[src/pad_pkg.sv]
////////////////////////////////////////////////////////////
// Pad counts, attribute bit positions and attribute type
////////////////////////////////////////////////////////////

package pad_pkg;

  // Pad counts on the board
  parameter int NMioPads = 16;
  parameter int NDioPads = 4;

  // Attribute width per pad
  parameter int AttrDw = 2;

  // Attribute bit positions
  // Invert flips both the driven value and the sampled value
  parameter int AttrInvert    = 0;
  // Open drain releases the pad when the core drives a 1
  parameter int AttrOpenDrain = 1;

  // Per-pad attribute, indexed with the bit positions above
  typedef logic [AttrDw-1:0] pad_attr_t;

endpackage : pad_pkg

[src/core_reg_pkg.sv]
////////////////////////////////////////////////////////////
// Register address map and register port widths
////////////////////////////////////////////////////////////

package core_reg_pkg;

  // Register port widths
  parameter int RegAw = 4;
  parameter int RegDw = 16;

  // MIO registers
  parameter logic [RegAw-1:0] MioOutAddr = 4'd0;
  parameter logic [RegAw-1:0] MioOeAddr  = 4'd1;
  parameter logic [RegAw-1:0] MioInAddr  = 4'd2;

  // DIO registers, low bits only
  parameter logic [RegAw-1:0] DioOutAddr = 4'd3;
  parameter logic [RegAw-1:0] DioOeAddr  = 4'd4;
  parameter logic [RegAw-1:0] DioInAddr  = 4'd5;

  // Attribute registers
  parameter logic [RegAw-1:0] MioInvAddr = 4'd6;
  parameter logic [RegAw-1:0] MioOdAddr  = 4'd7;
  parameter logic [RegAw-1:0] DioInvAddr = 4'd8;
  parameter logic [RegAw-1:0] DioOdAddr  = 4'd9;

endpackage : core_reg_pkg

[src/pad_if.sv]
////////////////////////////////////////////////////////////
// Core to padring signals for one group of pads
////////////////////////////////////////////////////////////

`timescale 1ns/10ps

interface pad_if #(
  parameter int NPads = 1
) ();

  import pad_pkg::*;

  // Driven by the register block
  logic [NPads-1:0] core_out;
  logic [NPads-1:0] core_oe;
  pad_attr_t [NPads-1:0] core_attr;

  // Synchronised pad values from the padring
  logic [NPads-1:0] core_in;

  modport core (
    output core_out,
    output core_oe,
    output core_attr,
    input  core_in
  );

  modport padring (
    input  core_out,
    input  core_oe,
    input  core_attr,
    output core_in
  );

endinterface : pad_if

[src/rst_sync.sv]
////////////////////////////////////////////////////////////
// Reset stretcher for the core reset
////////////////////////////////////////////////////////////

`timescale 1ns/10ps

module rst_sync #(
  parameter int RstHoldCycles = 4
) (
  input  logic clk_main_i,
  input  logic rst_i,
  output logic rst_o
);

  localparam int CntW = (RstHoldCycles > 0) ? $clog2(RstHoldCycles + 1) : 1;

  logic [CntW-1:0] hold_cnt_q;
  logic            rst_q;

  // Counter reloads while board reset is high, then counts down
  always_ff @(posedge clk_main_i) begin
    if (rst_i) begin
      hold_cnt_q <= CntW'(RstHoldCycles);
      rst_q      <= 1'b1;
    end else if (hold_cnt_q != '0) begin
      hold_cnt_q <= hold_cnt_q - 1'b1;
      rst_q      <= 1'b1;
    end else begin
      rst_q      <= 1'b0;
    end
  end

  assign rst_o = rst_q;

endmodule : rst_sync

[src/padring.sv]
////////////////////////////////////////////////////////////
// Padring for one pad group: attributes, connect masking
// and a two-flop input synchroniser
////////////////////////////////////////////////////////////

`timescale 1ns/10ps

module padring #(
  parameter int               NPads       = 1,
  parameter logic [NPads-1:0] ConnectMask = '1
) (
  input  logic             clk_main_i,
  input  logic             rst_i,
  input  logic [NPads-1:0] pad_in_i,
  output logic [NPads-1:0] pad_out_o,
  output logic [NPads-1:0] pad_oe_o,
  pad_if.padring           core
);

  import pad_pkg::*;

  logic [NPads-1:0] in_meta_q;
  logic [NPads-1:0] in_sync_q;
  logic [NPads-1:0] attr_inv;
  logic [NPads-1:0] attr_od;

  ////////////////////////////////////////////////////////////
  // Attribute split
  ////////////////////////////////////////////////////////////

  always_comb begin
    for (int i = 0; i < NPads; i++) begin
      attr_inv[i] = core.core_attr[i][AttrInvert];
      attr_od[i]  = core.core_attr[i][AttrOpenDrain];
    end
  end

  ////////////////////////////////////////////////////////////
  // Output path
  ////////////////////////////////////////////////////////////

  // Open drain only drives the low level
  assign pad_out_o = ConnectMask & (core.core_out ^ attr_inv);
  assign pad_oe_o  = ConnectMask & core.core_oe & ~(attr_od & core.core_out);

  ////////////////////////////////////////////////////////////
  // Input path
  ////////////////////////////////////////////////////////////

  always_ff @(posedge clk_main_i) begin
    if (rst_i) begin
      in_meta_q <= '0;
      in_sync_q <= '0;
    end else begin
      in_meta_q <= pad_in_i;
      in_sync_q <= in_meta_q;
    end
  end

  // Unconnected pads read back as 0
  assign core.core_in = ConnectMask & (in_sync_q ^ attr_inv);

endmodule : padring

[src/core_regs.sv]
////////////////////////////////////////////////////////////
// Core register file for pad out, oe, attributes and
// input readback, with a strobe read/write port
////////////////////////////////////////////////////////////

`timescale 1ns/10ps

module core_regs #(
  parameter int NMio = 16,
  parameter int NDio = 4
) (
  input  logic                           clk_main_i,
  input  logic                           rst_i,
  input  logic                           wr_en_i,
  input  logic                           rd_en_i,
  input  logic [core_reg_pkg::RegAw-1:0] addr_i,
  input  logic [core_reg_pkg::RegDw-1:0] wdata_i,
  output logic [core_reg_pkg::RegDw-1:0] rd_data_o,
  output logic                           rd_valid_o,
  pad_if.core                            mio,
  pad_if.core                            dio
);

  import pad_pkg::*;
  import core_reg_pkg::*;

  logic [NMio-1:0] mio_out_q;
  logic [NMio-1:0] mio_oe_q;
  logic [NMio-1:0] mio_inv_q;
  logic [NMio-1:0] mio_od_q;
  logic [NDio-1:0] dio_out_q;
  logic [NDio-1:0] dio_oe_q;
  logic [NDio-1:0] dio_inv_q;
  logic [NDio-1:0] dio_od_q;

  logic [RegDw-1:0] rd_mux;
  logic [RegDw-1:0] rd_data_q;
  logic             rd_valid_q;

  ////////////////////////////////////////////////////////////
  // Write decode
  ////////////////////////////////////////////////////////////

  // Read-only and unknown addresses fall through untouched
  always_ff @(posedge clk_main_i) begin
    if (rst_i) begin
      mio_out_q <= '0;
      mio_oe_q  <= '0;
      mio_inv_q <= '0;
      mio_od_q  <= '0;
      dio_out_q <= '0;
      dio_oe_q  <= '0;
      dio_inv_q <= '0;
      dio_od_q  <= '0;
    end else if (wr_en_i) begin
      case (addr_i)
        MioOutAddr: mio_out_q <= wdata_i[NMio-1:0];
        MioOeAddr:  mio_oe_q  <= wdata_i[NMio-1:0];
        MioInvAddr: mio_inv_q <= wdata_i[NMio-1:0];
        MioOdAddr:  mio_od_q  <= wdata_i[NMio-1:0];
        DioOutAddr: dio_out_q <= wdata_i[NDio-1:0];
        DioOeAddr:  dio_oe_q  <= wdata_i[NDio-1:0];
        DioInvAddr: dio_inv_q <= wdata_i[NDio-1:0];
        DioOdAddr:  dio_od_q  <= wdata_i[NDio-1:0];
        default: ;
      endcase
    end
  end

  ////////////////////////////////////////////////////////////
  // Read path
  ////////////////////////////////////////////////////////////

  always_comb begin
    case (addr_i)
      MioOutAddr: rd_mux = RegDw'(mio_out_q);
      MioOeAddr:  rd_mux = RegDw'(mio_oe_q);
      MioInAddr:  rd_mux = RegDw'(mio.core_in);
      DioOutAddr: rd_mux = RegDw'(dio_out_q);
      DioOeAddr:  rd_mux = RegDw'(dio_oe_q);
      DioInAddr:  rd_mux = RegDw'(dio.core_in);
      MioInvAddr: rd_mux = RegDw'(mio_inv_q);
      MioOdAddr:  rd_mux = RegDw'(mio_od_q);
      DioInvAddr: rd_mux = RegDw'(dio_inv_q);
      DioOdAddr:  rd_mux = RegDw'(dio_od_q);
      default:    rd_mux = '0;
    endcase
  end

  // Sampled at the strobe edge, so a same-cycle write is not seen
  always_ff @(posedge clk_main_i) begin
    if (rst_i) begin
      rd_data_q  <= '0;
      rd_valid_q <= 1'b0;
    end else begin
      rd_valid_q <= rd_en_i;
      if (rd_en_i) begin
        rd_data_q <= rd_mux;
      end
    end
  end

  assign rd_data_o  = rd_data_q;
  assign rd_valid_o = rd_valid_q;

  ////////////////////////////////////////////////////////////
  // Drive the pad groups
  ////////////////////////////////////////////////////////////

  assign mio.core_out = mio_out_q;
  assign mio.core_oe  = mio_oe_q;
  assign dio.core_out = dio_out_q;
  assign dio.core_oe  = dio_oe_q;

  // Pack attribute bits per pad
  always_comb begin
    for (int i = 0; i < NMio; i++) begin
      mio.core_attr[i][AttrInvert]    = mio_inv_q[i];
      mio.core_attr[i][AttrOpenDrain] = mio_od_q[i];
    end
    for (int j = 0; j < NDio; j++) begin
      dio.core_attr[j][AttrInvert]    = dio_inv_q[j];
      dio.core_attr[j][AttrOpenDrain] = dio_od_q[j];
    end
  end

endmodule : core_regs

[src/chip_top.sv]
////////////////////////////////////////////////////////////
// Board-level top: reset stretcher, core registers and
// the MIO and DIO padrings
////////////////////////////////////////////////////////////

`timescale 1ns/10ps

module chip_top #(
  parameter logic [pad_pkg::NMioPads-1:0] ConnectMio    = 16'h00FF,
  parameter logic [pad_pkg::NDioPads-1:0] ConnectDio    = 4'hB,
  parameter int                           RstHoldCycles = 4
) (
  input  logic                           clk_main_i,
  input  logic                           rst_i,
  // Register port
  input  logic                           wr_en_i,
  input  logic                           rd_en_i,
  input  logic [core_reg_pkg::RegAw-1:0] addr_i,
  input  logic [core_reg_pkg::RegDw-1:0] wdata_i,
  output logic [core_reg_pkg::RegDw-1:0] rd_data_o,
  output logic                           rd_valid_o,
  // MIO pads
  input  logic [pad_pkg::NMioPads-1:0]   mio_pad_in_i,
  output logic [pad_pkg::NMioPads-1:0]   mio_pad_out_o,
  output logic [pad_pkg::NMioPads-1:0]   mio_pad_oe_o,
  // DIO pads
  input  logic [pad_pkg::NDioPads-1:0]   dio_pad_in_i,
  output logic [pad_pkg::NDioPads-1:0]   dio_pad_out_o,
  output logic [pad_pkg::NDioPads-1:0]   dio_pad_oe_o
);

  import pad_pkg::*;

  logic core_rst;

  pad_if #(.NPads(NMioPads)) mio_bus ();
  pad_if #(.NPads(NDioPads)) dio_bus ();

  ////////////////////////////////////////////////////////////
  // Reset and core
  ////////////////////////////////////////////////////////////

  rst_sync #(
    .RstHoldCycles ( RstHoldCycles )
  ) rst_sync_i (
    .clk_main_i ( clk_main_i ),
    .rst_i      ( rst_i      ),
    .rst_o      ( core_rst   )
  );

  core_regs #(
    .NMio ( NMioPads ),
    .NDio ( NDioPads )
  ) core_regs_i (
    .clk_main_i ( clk_main_i ),
    .rst_i      ( core_rst   ),
    .wr_en_i    ( wr_en_i    ),
    .rd_en_i    ( rd_en_i    ),
    .addr_i     ( addr_i     ),
    .wdata_i    ( wdata_i    ),
    .rd_data_o  ( rd_data_o  ),
    .rd_valid_o ( rd_valid_o ),
    .mio        ( mio_bus    ),
    .dio        ( dio_bus    )
  );

  ////////////////////////////////////////////////////////////
  // Padrings
  ////////////////////////////////////////////////////////////

  padring #(
    .NPads       ( NMioPads   ),
    .ConnectMask ( ConnectMio )
  ) mio_padring_i (
    .clk_main_i ( clk_main_i    ),
    .rst_i      ( core_rst      ),
    .pad_in_i   ( mio_pad_in_i  ),
    .pad_out_o  ( mio_pad_out_o ),
    .pad_oe_o   ( mio_pad_oe_o  ),
    .core       ( mio_bus       )
  );

  padring #(
    .NPads       ( NDioPads   ),
    .ConnectMask ( ConnectDio )
  ) dio_padring_i (
    .clk_main_i ( clk_main_i    ),
    .rst_i      ( core_rst      ),
    .pad_in_i   ( dio_pad_in_i  ),
    .pad_out_o  ( dio_pad_out_o ),
    .pad_oe_o   ( dio_pad_oe_o  ),
    .core       ( dio_bus       )
  );

endmodule : chip_top

[config.mk]
export PLATFORM = sky130hd
export DESIGN_NAME = chip_top
export DESIGN_NICKNAME = d
export VERILOG_FILES = /design/src/pad_pkg.sv /design/src/core_reg_pkg.sv /design/src/pad_if.sv /design/src/rst_sync.sv /design/src/padring.sv /design/src/core_regs.sv /design/src/chip_top.sv
export SDC_FILE = /design/constraint.sdc
export NUM_CORES = 1
export LEC_CHECK = 0
export ABC_AREA = 1
export BUFFER_PORTS_ARGS = -buffer_cell sky130_fd_sc_hd__buf_2
export CORE_MARGIN = 2
export CORE_UTILIZATION = 49
export DETAILED_ROUTE_END_ITERATION = 7
export GPL_ROUTABILITY_DRIVEN = 0
export HOLD_SLACK_MARGIN = 0.08
export PLACE_DENSITY_LB_ADDON = 0.1
export SLEW_MARGIN = 20
export SYNTH_ARGS = -nofsm -noshare
export SYNTH_HDL_FRONTEND = slang
export SYNTH_SLANG_ARGS = --single-unit
[constraint.sdc]
create_clock -name clk_main_i -period 1.68 [get_ports clk_main_i]
set_input_delay 0.252 -clock clk_main_i [delete_from_list [all_inputs] [get_ports clk_main_i]]
set_output_delay 0.252 -clock clk_main_i [all_outputs]
set_load 0.03 [all_outputs]
# Word level (Yosys, flattened, before mapping)
# Cells that the tools add are included.
dict set report totals {
  reg_bits 125
  latchBits 0
  ramBits 0
  rom_bits 0
  inputBits 44
  out_inout_bits 57
  word_cells 48
  mem_count 0
}
dict set report classes {
  n_addsub 1
  mul 0
  div_mod_pow 0
  magnitude_cmp 0
  n_eq_ne 9
  n_shift 0
  muxes 2
  bitwise_logic 10
  reduce_logical 10
}
# operator count
set ops {}
lappend ops {{16-bit one-hot mux with 10 select lines} 1}
lappend ops {{16-bit AND} 1}
lappend ops {{8-bit by 16-bit AND with 16-bit output} 1}
lappend ops {{4-bit by 3-bit equality test with 1-bit output (second input constant)} 4}
lappend ops {{16-bit inverter} 1}
lappend ops {{2-bit AND reduction} 8}
lappend ops {{8-bit bitwise XOR} 2}
lappend ops {{4-bit AND} 2}
lappend ops {{4-bit by 2-bit equality test with 1-bit output (second input constant)} 2}
lappend ops {{4-bit equality test (second input constant)} 2}
lappend ops {{4-bit bitwise XOR} 2}
lappend ops {{4-bit by 1-bit equality test with 1-bit output (second input constant)} 1}
lappend ops {{4-bit zero test} 1}
lappend ops {{4-bit inverter} 1}
lappend ops {{3-bit nonzero test} 1}
lappend ops {{3-bit by 1-bit subtractor with 3-bit output (second input constant)} 1}
lappend ops {{1-bit two-way mux} 1}

# Depth between registers and ports, before layout
# Gate-level depths: netlist of run 1.
dict set report depth {
  depth_word 3
  ltp_mapped 10
  mapped_depth_nobuf 9
}

# Hierarchy
# A second synthesis of run 1 with hierarchy kept.
dict set report unflattened {
  cells_unflattened 894
  area_unflattened_um2 5994.5
}
# module n_inst cells_per_inst area_each_um2 seq_area_each_um2
set modules_own_cells {}
lappend modules_own_cells {core_regs 1 650 4490.6 1941.9}
lappend modules_own_cells {{padring (mio_padring_i)} 1 163 998.5 320.3}
lappend modules_own_cells {{padring (dio_padring_i)} 1 55 319.1 120.1}
lappend modules_own_cells {rst_sync 1 26 186.4 80.1}

# Worst setup path after synthesis of run 1
# OpenSTA, ideal clock, no wires.
dict set report synth_timing {
  path_kind {input to register}
  start {input port addr_i[3] (netlist bit)}
  end {register core_regs_i.mio_out_q[10] (netlist: core_regs_i.mio.core_out[10])}
  setup_ns 0.086
  t_arrival_ns 1.179
  t_required_ns 1.594
  setup_slack_ns 0.415
  cell_stages 7
  n_path_buf 2
  cell_sequence {nor2_1 nand2_1 inv_2 nand2_1 buf_2 buf_2 a211oi_1}
}
dict set report synth_via {
  elab_chain_len 2
}
# element line
set synth_lines {}
lappend synth_lines {{start: declaration} chip_top.sv:18} ;# input logic [core_reg_pkg::RegAw-1:0] addr_i,
lappend synth_lines {{4-bit zero test} core_regs.sv:56} ;# case (addr_i)
lappend synth_lines {{2-bit AND reduction (no source line)} n/a}
lappend synth_lines {{end signal: assignment} core_regs.sv:57} ;# MioOutAddr: mio_out_q <= wdata_i[NMio-1:0];
lappend synth_lines {{end: declaration} core_regs.sv:27} ;# logic [NMio-1:0] mio_out_q;
# No other way between the ends.
# A chain may end at the register's enable or synchronous reset.

# Final worst setup path of run 1
dict set report layout_timing {
  start {register core_regs_i.mio_inv_q[4]}
  end {output port mio_pad_out_o[4] (netlist bit)}
}
dict set report layout_via {
  elab_chain_len 1
}
# element line
set layout_lines {}
lappend layout_lines {{start: declaration} core_regs.sv:29} ;# logic [NMio-1:0] mio_inv_q;
lappend layout_lines {{start signal: assignment} core_regs.sv:59} ;# MioInvAddr: mio_inv_q <= wdata_i[NMio-1:0];
lappend layout_lines {{8-bit bitwise XOR} padring.sv:43} ;# assign pad_out_o = ConnectMask & (core.core_out ^ attr_inv);
lappend layout_lines {{end: declaration} chip_top.sv:24} ;# output logic [pad_pkg::NMioPads-1:0] mio_pad_out_o,
# No other way between the ends.

==> run metrics, run 1 <==
PwrDens=1050 mW/mm2; post-synthesis cell count=736; Max Root-Sink Buffers=2; fillers=977; row cnt=38; crit path max fanout=3; number of nets in the layout=876; Slew @ Worst Pin=0.518 ns; chip width=109 um; Peak VDD IR=0.000762 V; Vias/cell=5.08; global-route usage over all layers=24.4%; Startpoint Class=flop; ANT nets after route=0; Reg clk slew, reported paths=0.05 ns; LEAKAGE=2.75 nW; Die Y=109 um; Worst R2R Setup Slack=0.50 ns; outcome=completed; post-synth cell types=23; layout cell share with drive strength beyond 1=15.2%; largest net degree at the start of global routing=120; max incr delay on CP=0.39 ns; worst reg2reg path depth=9; top cell type by total area after synthesis=dfxtp_1; sequential element share of the synthesized area=45.8%; Ant. Diodes=0; type of the most critical hold path=input port to flop; worst hold path depth=3; first-pass GRT wire length=22300 um; Synth Cell Area=0.00538 mm2; Fmax achieved=625 MHz; Sinks on Clock Net=123; Avg Inst Size Synth=7.30 um2; Min Clock Period, post-route=1.60 ns; combinational share of power=9.6%; clock root buffer=clkbuf_8; port bufs=73; Cell Int Power=5.25 mW; synthesis-to-finish area growth=23.2%; r2r startpoint=core_regs_i.dio_inv_q[3]; Worst path slowest cell=dfxtp_1; delay-heaviest family, CP=flip-flops; # setup viols final=0; synth warn=0; initial core utilization=49.8%; CTS tree=built; Die Footprint=0.0118 mm2; sw frac=24.8%; post-DR wirelength/cell=14.0 um; worst-path cell chain=xor2_1 > buf_2; Switching Power=1.73 mW; Post-DP HPWL=8890 um; vias in the first global route=4555; setup TNS=0 ns; clk_skew=0.00662 ns; worst skew pair latency=0.51 ns; Worst Hold Launch=wdata_i[1]; crit path from=core_regs_i.mio_inv_q[4]; initial antenna violation count=0; number of placed I/O pins=101; WHS Endpoint=core_regs_i.mio_od_q[1]; Buf/Inv on CP=1; pins over their slew limit=0; critical path type=flop to output port; most frequent cells in the layout=133 x nand2_1, 121 x dfxtp_1, 102 x inv_1, 102 x nor2_1, 73 x buf_2; Synth Register Bits=123; Post-CTS Setup Repair Bufs=0; max cap viols=0; reg-to-reg endpoint=core_regs_i.rd_data_o[3]; largest cells by area after synthesis=dfxtp_1 46%, nand2_1 9.3%, a211oi_1 8.2%; grt ovf=0; slew margin rel.=65.5%; RSZ-0062 raised after global routing=no; DRC errors left=0; Final Util=61.4%; Core ar.=0.0108 mm2; Sequential Power Share=43.5%; Synth top area share=45.8%; critical path data required time=1.43 ns; DR iter-0 viols=299; Inserted Clock Buffers=17; CP endpoint kind=output port; part of the cycle the worst path needs=95.2%; clock network power share=46.9%; 1st-pass router iterations=5; Routed WL=13800 um; CP arrival=1.35 ns; DR vias=4991; commonest non-fill, non-tap cell in the layout=nand2_1; H-tree levels=4; Hold Fails Final Rpt=0
[routing by layer]
metal / share of wire, % / wire, um / GRT usage [%] / vias up
li1: - / - / - / 2528
met1: 48 / 6600 / 33.3 / 2287
met2: 45 / 6240 / 38.2 / 159
met3: 5.7 / 788 / 5.50 / 17
met4: 1.2 / 160 / 8.06 / 0
met5: 0 / 0 / 0 / -
[logic make-up after synthesis]
| family | after synthesis | share of synthesized area, % |
|---|---|---|
| simple gates | 287 | 21.5 |
| buf+inv | 162 | 12.9 |
| compound gates | 145 | 16.6 |
| flops | 123 | 45.8 |
| xor+xnor | 16 | 2.61 |
| fa+ha+maj | 2 | 0.465 |
| other cells | 1 | 0.0697 |
[worst max path at each step]
stage,slack [ns],end,cells after the start
finish,0.08,mio_pad_out_o[4],2
global route,0.02,mio_pad_out_o[1],2
CTS,0.04,mio_pad_out_o[3],2
detailed placement,0.06,core_regs_i.rd_data_o[8],8
global placement,0.12,core_regs_i.rd_data_o[8],8
floorplan,0.42,core_regs_i.mio.core_out[10],7
[tightest hold or removal path, delay by kind of cell]
| kind | cells | cell delay, ns |
|---|---|---|
| AOI/OAI and AO/OA | 1 | 0.06 |
| buffers and inverters | 1 | 0.17 |
| and+or+nand+nor | 1 | 0.10 |
[layout make-up]
cell class | count | area, um2 | area share, %
flip-flops and latches | 123 | 2470 | 37.2
multi-input cells | 468 | 2280 | 34.5
repair buffers | 116 | 773 | 11.7
clock buffers | 23 | 467 | 7.05
inverters | 104 | 390 | 5.89
well taps | 140 | 175 | 2.64
clock inverters | 8 | 68.8 | 1.04
[timing repair]
item / CTS / global route
gates resized for setup: 0 / 1
hold buffers: 24 / 0
hold endpoints to repair: 63 / 0
endpoints found under the setup margin: 0 / 1
[synth_stat cells (all sizes together)]
library cell	n
nand3	41
clkinv	1
dfxtp	123
o21ai	20
xor2	15
conb	1
nand4	6
ha	2
inv	103
buf	31
a21oi	50
xnor2	1
nor2	107
nand2	133
clkbuf	27
a211oi	59
o22ai	16
[stage by stage]
stage | hold WS, ns | setup slack (ns) | total power, mW | cell area, um2 | std cells
detailed placement | 0.396 | 0.0617 | 3.72 | 5850 | 927
CTS | 0.101 | 0.0364 | 7.03 | 6620 | 982
finish | 0.124 | 0.0801 | 6.98 | 6620 | 982
global placement | 0.394 | 0.121 | 3.69 | 5850 | 927
global route | 0.109 | 0.0183 | 7.27 | 6620 | 982
floorplan | 0.359 | 0.415 | 3.55 | 5440 | 753
[power by group through the flow]
| stage | combinational [mW] | clock (mW) | sequential (mW) |
|---|---|---|---|
| after floorplan | 0.459 | 0 | 3.09 |
| after global placement | 0.598 | 0 | 3.10 |
| after global routing | 0.745 | 3.48 | 3.04 |
| after CTS | 0.664 | 3.32 | 3.04 |
| final | 0.667 | 3.28 | 3.04 |
| after detailed placement | 0.618 | 0 | 3.10 |
[flip-flops by register name (all words and copies together) (netlist names)]
signal	cells
dio_padring_i.in_meta_q	3
core_regs_i.dio_od_q	4
core_regs_i.mio_od_q	16
core_regs_i.mio_inv_q	16
core_regs_i.mio.core_out	16
core_regs_i.mio.core_oe	16
mio_padring_i.in_sync_q	8
mio_padring_i.in_meta_q	8
rst_sync_i.rst_o	1
core_regs_i.rd_data_o	16
core_regs_i.dio.core_oe	4
dio_padring_i.in_sync_q	3
core_regs_i.dio.core_out	4
core_regs_i.rd_valid_o	1
core_regs_i.dio_inv_q	4
rst_sync_i.hold_cnt_q	3
Note: power is estimated with default switching activity, not from simulation.
==> run 2: changes to the inputs <==
--- a/config.mk
+++ b/config.mk
@@ -13,7 +13,9 @@
 export GPL_ROUTABILITY_DRIVEN = 0
 export HOLD_SLACK_MARGIN = 0.08
 export PLACE_DENSITY_LB_ADDON = 0.1
+export SKIP_CTS_REPAIR_TIMING = 1
 export SLEW_MARGIN = 20
 export SYNTH_ARGS = -nofsm -noshare
 export SYNTH_HDL_FRONTEND = slang
+export SYNTH_HIERARCHICAL = 1
 export SYNTH_SLANG_ARGS = --single-unit
==> run metrics, run 2 <==
outcome=completed; row cnt=40; post-synth cell types=26; Max Root-Sink Buffers=2; # setup viols final=0; Synth top area share=41.1%; Die Y=115 um; DR iter-0 viols=571; Die Footprint=0.0131 mm2; slew margin rel.=66.6%; initial antenna violation count=0; number of placed I/O pins=101; DRC errors left=0; Core ar.=0.0120 mm2; Worst Hold Launch=wdata_i[8]; crit path max fanout=5; fillers=1153; Fmax achieved=663 MHz; placed cells=1086; largest net degree at the start of global routing=66; Min Clock Period, post-route=1.51 ns; critical path type=flop to output port; port bufs=73; vias in the first global route=4993; post-synthesis cell count=894; post-DR wirelength/cell=13.1 um; Sinks on Clock Net=123; clk_skew=0.00532 ns; synthesis-to-finish area growth=17.5%; RSZ-0062 raised after global routing=no; Startpoint Class=flop; sequential element share of the synthesized area=41.1%; worst hold path depth=3; most frequent cells in the layout=233 x nand2_1, 122 x dfxtp_1, 121 x inv_1; synth warn=6; first-pass GRT wire length=24500 um; Post-synth EDFFs=0; H-tree levels=4; ANT nets after route=0; Synth Register Bits=123; 1st-pass router iterations=5; number of nets in the layout=1016; type of the most critical hold path=input port to flop; clock root buffer=clkbuf_16; global-route usage over all layers=23.8%; Worst R2R Setup Slack=0.40 ns; Vias/cell=5.06; Post-DP HPWL=9940 um; Reg clk slew, reported paths=0.05 ns; initial core utilization=50.1%; CP endpoint kind=output port; count leader, synth=nand2_1; part of the cycle the worst path needs=89.8%; setup TNS=0 ns; reg-to-reg endpoint=core_regs_i/rd_data_o[1]; LEAKAGE=2.87 nW; chip width=115 um; layout cell share with drive strength beyond 1=14.7%; most frequent cells after synthesis=233 x nand2_1, 123 x dfxtp_1, 121 x inv_1; largest cells by area after synthesis=dfxtp_1 41%, nand2_1 15%, inv_1 7.6%; Async S/R FF share, synth=0%; CTS tree=built; Routed WL=14800 um; top cell type by total area after synthesis=dfxtp_1; Inserted Clock Buffers=17; Final Util=58.9%; final cell count without fillers=1126; grt ovf=0; worst skew pair latency=0.41 ns; Synth Cell Area=0.00599 mm2; CP arrival=1.26 ns; Slew @ Worst Pin=0.499 ns; DR vias=5695; r2r startpoint=core_regs_i/mio_inv_q[1]; PwrDens=1000 mW/mm2; Avg Inst Size Synth=6.71 um2; critical path data required time=1.43 ns; commonest non-fill, non-tap cell in the layout=nand2_1; Ant. Diodes=0; pins over their slew limit=0; max cap viols=0; WHS Endpoint=core_regs_i/mio.core_oe[8]; Synth Flop Type=dfxtp_1; Hold Fails Final Rpt=0; worst reg2reg path depth=9; Peak VDD IR=0.000678 V
==> run 2: cell count changes in the layout (fill, tap and decap cells not counted), sizes merged, moves of 9 or more <==
cell,previous run,this run
nand2,133,238
nand3,41,86
a211oi,59,24
a21oi,50,83
inv,103,129
o22ai,16,0
xor2,15,0
nor2,107,94
dlygate4sd3,24,12
nand4,6,16
conb,18,27
==> run 2: worst max-delay path by stage <==
| stage | start | to | slack, ns |
|---|---|---|---|
| 2_1_floorplan | rst_sync_i/rst_o | core_regs_i/dio.core_oe[0] | 0.28 |
| 5_1_grt | core_regs_i/mio_inv_q[1] | mio_pad_out_o[1] | 0.14 |
| 6_report | core_regs_i/mio.core_out[2] | mio_pad_oe_o[2] | 0.17 |
| 3_5_place_dp | addr_i[1] | core_regs_i/mio.core_out[15] | 0.04 |
| 4_1_cts | core_regs_i/mio.core_out[2] | mio_pad_oe_o[2] | 0.19 |
| 3_3_place_gp | addr_i[1] | core_regs_i/mio.core_out[4] | 0.08 |
==> run 2: cell type report <==
cell class / count / area (um2) / share of cell area, %
multi-input cells: 590 / 2670 / 37.8
flip-flops and latches: 123 / 2470 / 35.0
repair buffers: 108 / 708 / 10.1
inverters: 130 / 493 / 7.00
clock buffers: 25 / 485 / 6.89
well taps: 147 / 184 / 2.61
clock inverters: 3 / 40.0 / 0.569
==> run 2: logic make-up after synthesis <==
family | Yosys count | synth area share [%]
buffers and inverters | 206 | 16.0
other | 2 | 0.125
AND/OR/NAND/NOR | 434 | 30.7
adder cells (fa/ha/maj) | 2 | 0.417
flip-flops | 123 | 41.1
AO/OA/AOI/OAI | 127 | 11.7
==> run 2: metal layers <==
metal / share of wire, % / vias to the layer above / track usage [%]
li1: - / 2905 / -
met1: 47 / 2557 / 34.1
met2: 45 / 219 / 35.9
met3: 6.9 / 14 / 4.55
met4: 1.1 / 0 / 8.37
met5: 0 / - / 0
==> run 2: per-stage QoR <==
stage / hold WS, ns / cell area (um2) / setup slack, ns / total power, mW
6_report: 0.143 / 7040 / 0.172 / 7.05
5_1_grt: 0.144 / 7040 / 0.141 / 7.33
4_1_cts: 0.0274 / 6920 / 0.194 / 7.10
3_5_place_dp: 0.396 / 6400 / 0.0360 / 3.80
3_3_place_gp: 0.389 / 6400 / 0.0777 / 3.77
2_1_floorplan: 0.344 / 6090 / 0.284 / 3.65
==> run 2: power breakdown <==
part / switching (mW) / total (mW) / internal (mW) / leakage, nW
clock network: 1.19 / 3.29 / 2.11 / 0.259
registers: 0.0387 / 3.03 / 3.00 / 0.992
logic: 0.518 / 0.725 / 0.207 / 1.61
==> run 2: critical path, cell delays in order (launching register included) <==
cell and delay, ns:
dfxtp_1 0.37, a21oi_1 0.23, buf_2 0.24
==> run 3: changes to the inputs <==
--- a/config.mk
+++ b/config.mk
@@ -17,5 +17,4 @@
 export SLEW_MARGIN = 20
 export SYNTH_ARGS = -nofsm -noshare
 export SYNTH_HDL_FRONTEND = slang
-export SYNTH_HIERARCHICAL = 1
 export SYNTH_SLANG_ARGS = --single-unit
==> run metrics, run 3 (synthesis results as in run 1) <==
Setup WS pre-CTS=0.0617 ns; clock network power share=46.9%; setup slack after layout=0.0804 ns; sw frac=24.8%; initial antenna violation count=0; first-pass GRT wire length=21800 um; DR top layer=met4; DR iter-0 viols=320; max cap viols=0; Sequential Power Share=43.5%; metal2 WL=6230 um; Hold Fails Final Rpt=0; Sinks on Clock Net=123; number of placed I/O pins=101; RSZ-0062 raised after global routing=no; WL met1=6530 um; Max Root-Sink Buffers=2; Worst Hold Launch=wdata_i[1]; largest net degree at the start of global routing=120; 1st-pass router iterations=5; type of the most critical hold path=input port to flop; DRC errors left=0; CTS tree=built; Ant. Diodes=0; critical path type=flop to output port; global-route usage over all layers=23.9%; # setup viols final=0; Vias/cell=5.07; Critical Path Sink=mio_pad_out_o[4]; Reg clk slew, reported paths=0.05 ns; row cnt=38; worst reg2reg path depth=9; Min Clock Period, post-route=1.60 ns; clock root buffer=clkbuf_8; pins over their slew limit=0; Inserted Clock Buffers=17; Startpoint Class=flop; H-tree levels=4; Slew @ Worst Pin=0.519 ns; part of the cycle the worst path needs=95.2%; port bufs=73; grt ovf=0; CP arrival=1.35 ns; Core ar.=0.0108 mm2; Fmax achieved=625 MHz; most frequent cells in the layout=133 x nand2_1, 121 x dfxtp_1, 102 x inv_1, 102 x nor2_1, 73 x buf_2; worst skew pair latency=0.51 ns; chip width=109 um; critical path data required time=1.43 ns; outcome=completed; Die Footprint=0.0118 mm2; combinational share of power=9.6%; synthesis-to-finish area growth=23.2%; hold_ws=0.121 ns; slew margin rel.=65.4%; ANT nets after route=0; PwrDens=1050 mW/mm2; Peak VDD IR=0.000764 V; crit path max fanout=3; Die Y=109 um; Post-DP HPWL=8890 um; r2r startpoint=core_regs_i.dio_inv_q[3]; DR WL met3=853 um; Worst R2R Setup Slack=0.50 ns; post-DR wirelength/cell=14.0 um; layout cell share with drive strength beyond 1=15.2%; commonest non-fill, non-tap cell in the layout=nand2_1; number of nets in the layout=876; DR vias=4982; crit path from=core_regs_i.mio_inv_q[4]; initial core utilization=49.8%; reg-to-reg endpoint=core_regs_i.rd_data_o[3]; clk_skew=0.00695 ns; LEAKAGE=2.75 nW; setup TNS=0 ns; Routed WL=13800 um; Switching Power=1.73 mW; Cell Int Power=5.25 mW; vias in the first global route=4400; CP endpoint kind=output port
run 3: changes by cell type in the layout (fill, tap and decap cells not counted), moves of 18 or more:
cell,change
a21oi_1,-32
nand3_1,-45
nand2_1,-100
a211oi_1,+35
inv_1,-19
nor2_1,+18
run 3: layer usage:
| metal | vias up | GRT usage, % |
|---|---|---|
| li1 | 2526 | - |
| met1 | 2277 | 33.1 |
| met2 | 164 | 36.7 |
| met3 | 15 | 5.62 |
| met4 | 0 | 7.69 |
| met5 | - | 0 |
run 3: per-stage QoR:
stage	total power [mW]	instance area, um2	instances	util [%]
after floorplan	3.55	5440	753	-
final	6.98	6620	982	61.4
after global placement	3.69	5850	927	54.2
after CTS	6.98	6380	958	59.1
after detailed placement	3.72	5850	927	54.2
after global routing	7.27	6620	982	61.4
run 3: layout make-up:
type	instances	area, um2
inverter	104	390
fill	982	4170
clock buffer	23	467
multi-input combinational	468	2280
sequential	123	2470
tap	140	175
clock inverter	8	68.8
timing repair buffer	116	773
run 3: worst max-delay path, cell delays in order, from the launching register on:
cell and delay (ns):
dfxtp_1 0.39, xor2_1 0.22, buf_2 0.24
run 3: power by group through the flow:
| stage | registers (mW) | clock network [mW] | logic, mW |
|---|---|---|---|
| floorplan | 3.09 | 0 | 0.459 |
| global placement | 3.10 | 0 | 0.598 |
| detailed placement | 3.10 | 0 | 0.618 |
| CTS | 3.04 | 3.32 | 0.622 |
| global route | 3.04 | 3.48 | 0.745 |
| finish | 3.04 | 3.28 | 0.668 |
run 3: worst min path at each step:
stage / endpoint / cells past startpoint
finish: core_regs_i.mio_od_q[1] / 3
global route: core_regs_i.mio.core_out[1] / 3
CTS: mio_padring_i.in_meta_q[7] / 3
detailed placement: mio_padring_i.in_sync_q[5] / 2
global placement: dio_padring_i.in_sync_q[0] / 2
floorplan: dio_padring_i.in_meta_q[0] / 2
